--- src/sensor_pkg.sv ---
/*
 * shared widths, seeds and types for the sensor timing and pattern source
 * import into the module body, use scoped names in port lists
 */

package sensor_pkg;

	// ------------------------------------------------------------------------
	// widths and constants
	// ------------------------------------------------------------------------
	localparam int PIX_W  = 12;               // pixel data width
	localparam int DIM_W  = 16;               // geometry field width
	localparam int LFSR_W = 16;               // both lfsr registers

	localparam logic [LFSR_W-1:0] PAT_LFSR_SEED   = 16'hACE1;   // must be nonzero
	localparam logic [LFSR_W-1:0] NOISE_LFSR_SEED = 16'h1D35;

	localparam int NOISE_MAX = 4;             // noise spans -4 .. +3

	// ------------------------------------------------------------------------
	// types
	// ------------------------------------------------------------------------
	typedef logic [PIX_W-1:0]  pix_t;
	typedef logic [DIM_W-1:0]  dim_t;
	typedef logic [LFSR_W-1:0] lfsr_t;

	// run-time geometry, all fields >= 1
	typedef struct packed {
		dim_t width;          // active pixels per line
		dim_t line_hide;      // lval low between lines
		dim_t height;         // lines per frame
		dim_t frame_hide;     // fval low between frames
		dim_t front_porch;    // fval rise to first lval rise
		dim_t back_porch;     // last lval fall to fval fall
	} timing_cfg_t;

	typedef struct packed {
		logic fval;
		logic lval;
	} sync_t;

	typedef struct packed {
		logic fval;
		logic lval;
		pix_t data;
	} video_t;

	typedef enum logic [1:0] {
		PAT_LINE_INC,
		PAT_FRAME_INC,
		PAT_FRAME_INC_NO_RST,
		PAT_RANDOM
	} pattern_e;

	typedef enum logic [2:0] {
		ST_FRAME_HIDE,
		ST_FRONT_PORCH,
		ST_LINE_ACT,
		ST_LINE_HIDE,
		ST_BACK_PORCH
	} timing_state_e;

	// fibonacci step, taps 16 14 13 11, new bit enters at bit 0
	function automatic lfsr_t lfsr_next(lfsr_t cur);
		return {cur[LFSR_W-2:0], cur[15] ^ cur[13] ^ cur[12] ^ cur[10]};
	endfunction

endpackage

--- src/sensor_timing_gen.sv ---
/*
 * stage 1 of the sensor source: fval / lval timing from run-time geometry
 * geometry is latched at every frame start, pause holds in frame hide
 */
`timescale 1ns/100ps

module sensor_timing_gen (
	input  logic                    clk,
	input  logic                    i_arst_n,
	input  sensor_pkg::timing_cfg_t i_cfg,
	input  logic                    i_pause_en,       // hold off next frame
	input  logic                    i_continue_lval,  // line rhythm during frame hide
	output sensor_pkg::sync_t       o_sync
);
	import sensor_pkg::*;

	timing_state_e st_q;
	timing_state_e st_d;
	dim_t          cnt_q;        // cycles spent in current state
	dim_t          cnt_d;
	dim_t          line_q;       // line index within frame
	dim_t          line_d;
	dim_t          rcnt_q;       // rhythm counter, frame hide only
	dim_t          rcnt_d;
	logic          r_hi_q;       // rhythm phase, 1 = lval high part
	logic          r_hi_d;
	logic          first_q;      // no frame started since reset
	logic          frame_start;
	timing_cfg_t   cfg_q;        // latched geometry of current frame
	timing_cfg_t   cfg;          // geometry in effect
	sync_t         sync_d;

	// last cycle of a run of len cycles
	function automatic logic at_end(dim_t cnt, dim_t len);
		return cnt == len - dim_t'(1);
	endfunction

	// before the first frame the live geometry counts the frame hide
	assign cfg = first_q ? i_cfg : cfg_q;

	// ------------------------------------------------------------------------
	// state machine
	// ------------------------------------------------------------------------
	always_comb begin
		st_d        = st_q;
		cnt_d       = cnt_q + dim_t'(1);
		line_d      = line_q;
		frame_start = 1'b0;
		case (st_q)
			ST_FRAME_HIDE: begin
				if (cnt_q >= cfg.frame_hide - dim_t'(1)) begin
					cnt_d = cnt_q;                       // park here while paused
					if (!i_pause_en) begin
						st_d        = ST_FRONT_PORCH;
						cnt_d       = '0;
						line_d      = '0;
						frame_start = 1'b1;
					end
				end
			end
			ST_FRONT_PORCH: begin
				if (at_end(cnt_q, cfg.front_porch)) begin
					st_d  = ST_LINE_ACT;
					cnt_d = '0;
				end
			end
			ST_LINE_ACT: begin
				if (at_end(cnt_q, cfg.width)) begin
					cnt_d = '0;
					// no line hide after the last line
					st_d  = at_end(line_q, cfg.height) ? ST_BACK_PORCH : ST_LINE_HIDE;
				end
			end
			ST_LINE_HIDE: begin
				if (at_end(cnt_q, cfg.line_hide)) begin
					st_d   = ST_LINE_ACT;
					cnt_d  = '0;
					line_d = line_q + dim_t'(1);
				end
			end
			ST_BACK_PORCH: begin
				if (at_end(cnt_q, cfg.back_porch)) begin
					st_d  = ST_FRAME_HIDE;
					cnt_d = '0;
				end
			end
			default: begin
				st_d  = ST_FRAME_HIDE;
				cnt_d = '0;
			end
		endcase
	end

	// ------------------------------------------------------------------------
	// continue-lval rhythm, restarts at every frame hide entry
	// ------------------------------------------------------------------------
	always_comb begin
		r_hi_d = r_hi_q;
		rcnt_d = rcnt_q + dim_t'(1);
		if (st_q != ST_FRAME_HIDE) begin
			r_hi_d = 1'b1;                              // first cycle of hide is high
			rcnt_d = '0;
		end else if (r_hi_q ? at_end(rcnt_q, cfg.width) : at_end(rcnt_q, cfg.line_hide)) begin
			r_hi_d = ~r_hi_q;
			rcnt_d = '0;
		end
	end

	// sync decode, registered once more below
	always_comb begin
		sync_d.fval = (st_q != ST_FRAME_HIDE);
		sync_d.lval = (st_q == ST_LINE_ACT) ||
			((st_q == ST_FRAME_HIDE) && r_hi_q && i_continue_lval);
	end

	always_ff @(posedge clk or negedge i_arst_n) begin
		if (!i_arst_n) begin
			st_q    <= ST_FRAME_HIDE;                   // start in frame hide
			cnt_q   <= '0;
			line_q  <= '0;
			rcnt_q  <= '0;
			r_hi_q  <= 1'b1;
			first_q <= 1'b1;
			o_sync  <= '0;
		end else begin
			st_q   <= st_d;
			cnt_q  <= cnt_d;
			line_q <= line_d;
			rcnt_q <= rcnt_d;
			r_hi_q <= r_hi_d;
			o_sync <= sync_d;
			if (frame_start) begin
				first_q <= 1'b0;
			end
		end
	end

	// geometry snapshot for the whole frame
	always_ff @(posedge clk) begin
		if (frame_start) begin
			cfg_q <= i_cfg;
		end
	end

endmodule

--- src/pixel_pattern_gen.sv ---
/*
 * stage 2 of the sensor source: fills valid pixels with the selected pattern
 * sync is delayed by one cycle, data appears in the same cycle
 */
`timescale 1ns/100ps

module pixel_pattern_gen (
	input  logic                 clk,
	input  logic                 i_arst_n,
	input  sensor_pkg::sync_t    i_sync,
	input  sensor_pkg::pattern_e i_pattern,     // sampled on fval rise
	output sensor_pkg::video_t   o_video
);
	import sensor_pkg::*;

	pattern_e pat_q;
	pattern_e pat_cur;
	pix_t     col_q;          // column index, next pixel
	pix_t     col_cur;
	pix_t     frm_q;          // pixel count within frame
	pix_t     frm_cur;
	pix_t     free_q;         // pixel count since reset
	pix_t     pix_d;
	lfsr_t    lfsr_q;
	logic     valid;
	logic     fval_rise;
	logic     lval_rise;
	video_t   video_d;

	// previous sync is the registered output
	assign valid     = i_sync.fval & i_sync.lval;
	assign fval_rise = i_sync.fval & ~o_video.fval;
	assign lval_rise = i_sync.lval & ~o_video.lval;

	// counters restart on the edge itself
	assign col_cur = lval_rise ? '0 : col_q;
	assign frm_cur = fval_rise ? '0 : frm_q;
	assign pat_cur = fval_rise ? i_pattern : pat_q;

	// ------------------------------------------------------------------------
	// pattern select
	// ------------------------------------------------------------------------
	always_comb begin
		case (pat_cur)
			PAT_LINE_INC:         pix_d = col_cur;
			PAT_FRAME_INC:        pix_d = frm_cur;
			PAT_FRAME_INC_NO_RST: pix_d = free_q;
			PAT_RANDOM:           pix_d = lfsr_q[PIX_W-1:0];   // value before the step
			default:              pix_d = '0;
		endcase
		video_d.fval = i_sync.fval;
		video_d.lval = i_sync.lval;
		video_d.data = valid ? pix_d : '0;                  // blank off valid
	end

	// ------------------------------------------------------------------------
	// counters and lfsr
	// ------------------------------------------------------------------------
	always_ff @(posedge clk or negedge i_arst_n) begin
		if (!i_arst_n) begin
			pat_q   <= PAT_LINE_INC;
			col_q   <= '0;
			frm_q   <= '0;
			free_q  <= '0;
			lfsr_q  <= PAT_LFSR_SEED;
			o_video <= '0;
		end else begin
			pat_q   <= pat_cur;
			col_q   <= col_cur;
			frm_q   <= frm_cur;
			o_video <= video_d;
			if (valid) begin
				col_q  <= col_cur + pix_t'(1);     // all wrap at 2^12
				frm_q  <= frm_cur + pix_t'(1);
				free_q <= free_q + pix_t'(1);
				lfsr_q <= lfsr_next(lfsr_q);       // one step per valid pixel
			end
		end
	end

endmodule

--- src/sensor_noise.sv ---
/*
 * stage 3 of the sensor source: optional bounded noise on valid pixels
 * offset -4 .. +3 from an lfsr, result clipped to the pixel range
 */
`timescale 1ns/100ps

module sensor_noise (
	input  logic               clk,
	input  logic               i_arst_n,
	input  sensor_pkg::video_t i_video,
	input  logic               i_noise_en,      // sampled on fval rise
	output sensor_pkg::video_t o_video
);
	import sensor_pkg::*;

	logic                    en_q;
	logic                    en_cur;
	logic                    valid;
	logic                    fval_rise;
	lfsr_t                   lfsr_q;
	logic signed [3:0]       ofs_s;     // -4 .. +3
	logic signed [PIX_W+1:0] sum_s;     // room for sign and carry
	pix_t                    sat;
	video_t                  video_d;

	assign valid     = i_video.fval & i_video.lval;
	assign fval_rise = i_video.fval & ~o_video.fval;
	assign en_cur    = fval_rise ? i_noise_en : en_q;

	// ------------------------------------------------------------------------
	// saturating add
	// ------------------------------------------------------------------------
	always_comb begin
		ofs_s = $signed({1'b0, lfsr_q[2:0]}) - $signed(4'(NOISE_MAX));
		sum_s = $signed({2'b00, i_video.data}) + ofs_s;   // ofs sign extends
		if (sum_s[PIX_W+1]) begin
			sat = '0;                                    // below zero
		end else if (sum_s[PIX_W]) begin
			sat = '1;                                    // above 4095
		end else begin
			sat = sum_s[PIX_W-1:0];
		end
		video_d = i_video;                               // pass through by default
		if (en_cur && valid) begin
			video_d.data = sat;
		end
	end

	always_ff @(posedge clk or negedge i_arst_n) begin
		if (!i_arst_n) begin
			en_q    <= 1'b0;
			lfsr_q  <= NOISE_LFSR_SEED;
			o_video <= '0;
		end else begin
			en_q    <= en_cur;
			o_video <= video_d;
			if (valid) begin
				lfsr_q <= lfsr_next(lfsr_q);   // one step per valid pixel
			end
		end
	end

endmodule

--- src/sensor_source_top.sv ---
/*
 * sensor source top: timing, pattern and noise stages in a chain
 * o_video trails the timing stage by two cycles
 */
`timescale 1ns/100ps

module sensor_source_top (
	input  logic                    clk,
	input  logic                    i_arst_n,
	input  sensor_pkg::timing_cfg_t i_cfg,            // frame geometry
	input  sensor_pkg::pattern_e    i_pattern,        // pixel pattern
	input  logic                    i_pause_en,
	input  logic                    i_continue_lval,
	input  logic                    i_noise_en,
	output sensor_pkg::video_t      o_video
);
	import sensor_pkg::*;

	sync_t  sync_w;       // stage 1 -> stage 2
	video_t video_pat_w;  // stage 2 -> stage 3

	// ------------------------------------------------------------------------
	// stage 1, fval / lval timing
	// ------------------------------------------------------------------------
	sensor_timing_gen u_timing (
		.clk             (clk),
		.i_arst_n        (i_arst_n),
		.i_cfg           (i_cfg),
		.i_pause_en      (i_pause_en),
		.i_continue_lval (i_continue_lval),
		.o_sync          (sync_w)
	);

	// ------------------------------------------------------------------------
	// stage 2, pattern fill
	// ------------------------------------------------------------------------
	pixel_pattern_gen u_pattern (
		.clk       (clk),
		.i_arst_n  (i_arst_n),
		.i_sync    (sync_w),
		.i_pattern (i_pattern),
		.o_video   (video_pat_w)
	);

	// ------------------------------------------------------------------------
	// stage 3, noise and output register
	// ------------------------------------------------------------------------
	sensor_noise u_noise (
		.clk        (clk),
		.i_arst_n   (i_arst_n),
		.i_video    (video_pat_w),
		.i_noise_en (i_noise_en),
		.o_video    (o_video)
	);

endmodule

--- config.mk ---
export PLATFORM = sky130hd
export DESIGN_NAME = sensor_source_top
export DESIGN_NICKNAME = d
export VERILOG_FILES = /design/src/sensor_pkg.sv /design/src/sensor_timing_gen.sv /design/src/pixel_pattern_gen.sv /design/src/sensor_noise.sv /design/src/sensor_source_top.sv
export SDC_FILE = /design/constraint.sdc
export NUM_CORES = 1
export LEC_CHECK = 0
export BUFFER_PORTS_ARGS = -buffer_cell sky130_fd_sc_hd__buf_2
export CAP_MARGIN = 25
export CORE_MARGIN = 1
export CORE_UTILIZATION = 35
export CTS_CLUSTER_SIZE = 25
export DETAILED_ROUTE_END_ITERATION = 6
export SLEW_MARGIN = 20
export SYNTH_ARGS = -nofsm -noshare
export SYNTH_HDL_FRONTEND = slang
export SYNTH_HIERARCHICAL = 1
export SYNTH_SLANG_ARGS = --single-unit
--- constraint.sdc ---
create_clock -name clk -period 9.44 [get_ports clk]
set_clock_uncertainty 0.05 [all_clocks]
set_input_delay 0.944 -clock clk [delete_from_list [all_inputs] [get_ports clk]]
set_output_delay 0.944 -clock clk [all_outputs]
set_load 0.005 [all_outputs]
==> flow_summary.json <==
{
  "status": "completed",
  "cts_resized": 0,
  "critPathTopFamily": "buffers and inverters",
  "fin_crit_ns": 6.65,
  "worst_pin_slew_ns": 0.972,
  "synth_area_um2": 16300,
  "antenna_found_initial": 5,
  "ios": 117,
  "dpl.cell_count": 2279,
  "hp-class": "primary input to async pin",
  "cp_data_required_time_ns": 9.60,
  "grt_pass1_vias": 12740,
  "rows": 78,
  "final-setup-viol-count": 0,
  "design.die.area_um2": 47300,
  "drt-vias-per-instance": 5.47,
  "drive_gt1_frac": 0.143,
  "grt_max_degree": 83,
  "clk_pin_slew_ns": 0.06,
  "post_dp_cell_area_um2": 17300,
  "design_area_um2": 18300,
  "syn2layout_area_growth_pct": 12.7,
  "wl_per_cell_um": 18.0,
  "numCtsBuffers": 30,
  "fin_util": 0.402,
  "r2r_slack_ns": 2.79,
  "total_power_mw": 2.98,
  "finalCritPeriodShare": 0.705,
  "p_int_mw": 2.13,
  "fin_setup_tns_ns": 0,
  "synth-seq-cells": 250,
  "drc": 0,
  "slew_violations": 0,
  "clk-insertion-delay-late_ns": 0.58,
  "grt-ovfl-total": 0,
  "slew-limit-headroom": 0.333,
  "r2r_end": "u_timing/cfg_q[16]",
  "routed_wirelength_um": 42200,
  "drt-pass1-iter-count": 5,
  "max-cap-violations": 0,
  "antenna_left": 0,
  "holdWs_ns": 0.376,
  "synth_most_common_cell": "nand2_1",
  "fillerInstances": 4431,
  "switchingPower_uw": 850,
  "grtUsageTotal": 0.179,
  "yosys_warnings": 6,
  "cts.root.buffer_cell": "clkbuf_16",
  "worst_setup_path_start_kind": "flop",
  "timing.final.ws_setup_ns": 2.79,
  "pre_cts_slack_ns": 2.79,
  "p_clk_frac": 0.399,
  "worstSetupEndpointType": "flop",
  "reg2reg_depth": 18,
  "fp.coreArea_um2": 45600,
  "synth_edf_count": 96,
  "path_buf_inv": 3,
  "ys_types": 97,
  "cts_hold_buf": 0,
  "path_max_fanout": 73,
  "drt_iter0_markers": 901,
  "path_common_cell": "nor2_1",
  "dieWidth_um": 218,
  "leakagePower_nw": 7.77,
  "vias": 12782,
  "stdcell_count": 2338,
  "powerDensity_nw_per_um2": 162,
  "die_y_um": 218,
  "path_cells": "inv_1 -> o31ai_1 -> nand3_1 -> nor2_1 -> o21ai_1 -> nor2_1 -> o21ai_1 -> nor2_1 -> xor2_1 -> ha_1 -> nand2_1 -> o21ai_0 -> a2111oi_0 -> a21oi_1 -> nand2_1 -> or3_1 -> inv_4 -> buf_4",
  "synth_flop_cell": "dfrtp_1",
  "synth_area_leaders": "dfrtp_1, edfxtp_1, xnor2_1, mux2i_1, xor2_1",
  "pwr-share-seq": 0.436,
  "synth_area_leader_cell": "dfrtp_1",
  "clock.fmax_ghz": 0.150,
  "yosys-top-cells-count": "nand2_1, xnor2_1, dfrtp_1",
  "fin_nets": 1857,
  "cts_max_level": 1,
  "finalHoldViolCount": 0,
  "crit_type": "flop to flop",
  "globalplace.congestion": 0.890,
  "r2r_start": "u_timing/first_q",
  "avgSynthCellArea_um2": 10.0,
  "post-cts-setup-buffers": 0,
  "critPathMaxStageDelay_ns": 1.13,
  "comb_power_share": 0.165,
  "crit_arrival_ns": 6.81,
  "async_reset_ff_frac": 0.616,
  "synth_top_area_frac": 0.209,
  "hpwlAfterDp_um": 30300,
  "rsz0062_at_grt": "no",
  "grt_pass1_wl_um": 68300,
  "cts_buffer_depth": 3,
  "synthCells": 1621,
  "worst_path_max_delay_cell": "dfstp_4",
  "switching_share": 0.286,
  "syn-num-nets": 1766,
  "cts_tree": "built",
  "start_util": 0.357,
  "irDropWorstVdd_uv": 134,
  "io_buffers": 116,
  "numClockSinks": 250,
  "yosysSeqAreaShare": 0.416
}
[sequential cells by signal (all words and copies together) (netlist names), 2 cells and up]
name               count
u_timing/line_q       16
u_timing/st_q          3
u_noise/lfsr_q        16
u_pattern/free_q      12
u_timing/cnt_q        16
u_timing/cfg_q        96
u_pattern/lfsr_q      16
u_pattern/col_q       12
u_pattern/pat_q        2
u_pattern/o_video     14
u_noise/o_video       14
u_pattern/frm_q       12
u_timing/o_sync        2
u_timing/rcnt_q       16
[power groups by stage]
stage	Sequential (mW)	Combinational [mW]	Clock, mW
4_1_cts	1.30	0.491	1.22
6_report	1.30	0.490	1.19
2_1_floorplan	1.27	0.368	0
3_3_place_gp	1.32	0.476	0
5_1_grt	1.31	0.553	1.25
3_5_place_dp	1.32	0.488	0
[per-layer routing]
metal  track usage  part of all wire  wire length (um)
met1         0.239              0.46             19300
met2         0.296              0.47             19700
met3        0.0279             0.048              2010
met4        0.0526             0.027              1160
met5             0            0.0014                57
[logic make-up after synthesis]
logic type | synth area share
simple gates | 0.183
mux | 0.0842
fa+ha+maj | 0.0328
buf+inv | 0.0330
flops | 0.416
xor+xnor | 0.121
compound gates | 0.130
[area by class of cell]
cell class	count	area, um2	area share
multi-input combinational	1267	8970	0.489
timing repair buffer	125	674	0.0368
tap	600	751	0.0410
clock buffer	42	878	0.0479
antenna	2	5.00	0.000273
sequential	250	6760	0.369
inverter	38	145	0.00792
clock inverter	14	145	0.00792
[worst max-delay path by stage]
stage                startpoint  slack (ns)  cells after the start            endpoint
3_3_place_gp   u_timing/first_q        2.99                     18  u_timing/cfg_q[23]
5_1_grt        u_timing/first_q        2.16                     18  u_timing/cfg_q[74]
3_5_place_dp   u_timing/first_q        2.79                     18  u_timing/cfg_q[23]
4_1_cts        u_timing/first_q        2.79                     18  u_timing/cfg_q[94]
2_1_floorplan  u_timing/first_q        0.09                     34  u_timing/line_q[6]
6_report       u_timing/first_q        2.79                     18  u_timing/cfg_q[16]
[placed cells by master, fill, tap and decap left out, types with 6 or more instances in the layout]
| cell type | netlist | routed |
|---|---|---|
| nand2_1 | 147 | 147 |
| or3_1 | 21 | 21 |
| o21ai_2 | 9 | 9 |
| nor4b_1 | 9 | 9 |
| and4_1 | 6 | 6 |
| a22oi_1 | 14 | 14 |
| inv_1 | 33 | 32 |
| dfstp_2 | 18 | 17 |
| nor2_1 | 110 | 110 |
| nand4_1 | 17 | 17 |
| mux2_2 | 22 | 22 |
| o21ai_1 | 27 | 27 |
| buf_4 | 6 | 8 |
| nand3_1 | 47 | 47 |
| and2_1 | 13 | 13 |
| o31ai_1 | 13 | 13 |
| dfrtp_1 | 136 | 136 |
| buf_2 | 9 | 115 |
| or4_1 | 14 | 14 |
| and3_1 | 27 | 27 |
| a211oi_1 | 12 | 12 |
| nand2b_1 | 12 | 12 |
| a221oi_1 | 13 | 13 |
| edfxtp_1 | 96 | 96 |
| nor3b_1 | 17 | 17 |
| a31oi_1 | 19 | 19 |
| a21oi_1 | 59 | 59 |
| nor4_1 | 27 | 27 |
| xor2_1 | 67 | 67 |
| nor3_1 | 63 | 63 |
| ha_1 | 41 | 41 |
| mux2i_1 | 112 | 112 |
| xnor2_1 | 138 | 138 |
| a21o_1 | 15 | 15 |
| o211ai_1 | 16 | 16 |
| clkbuf_16 | 0 | 32 |
| clkbuf_1 | 33 | 6 |
| o21ai_0 | 46 | 46 |
Power figures use the tool's default switching activity.
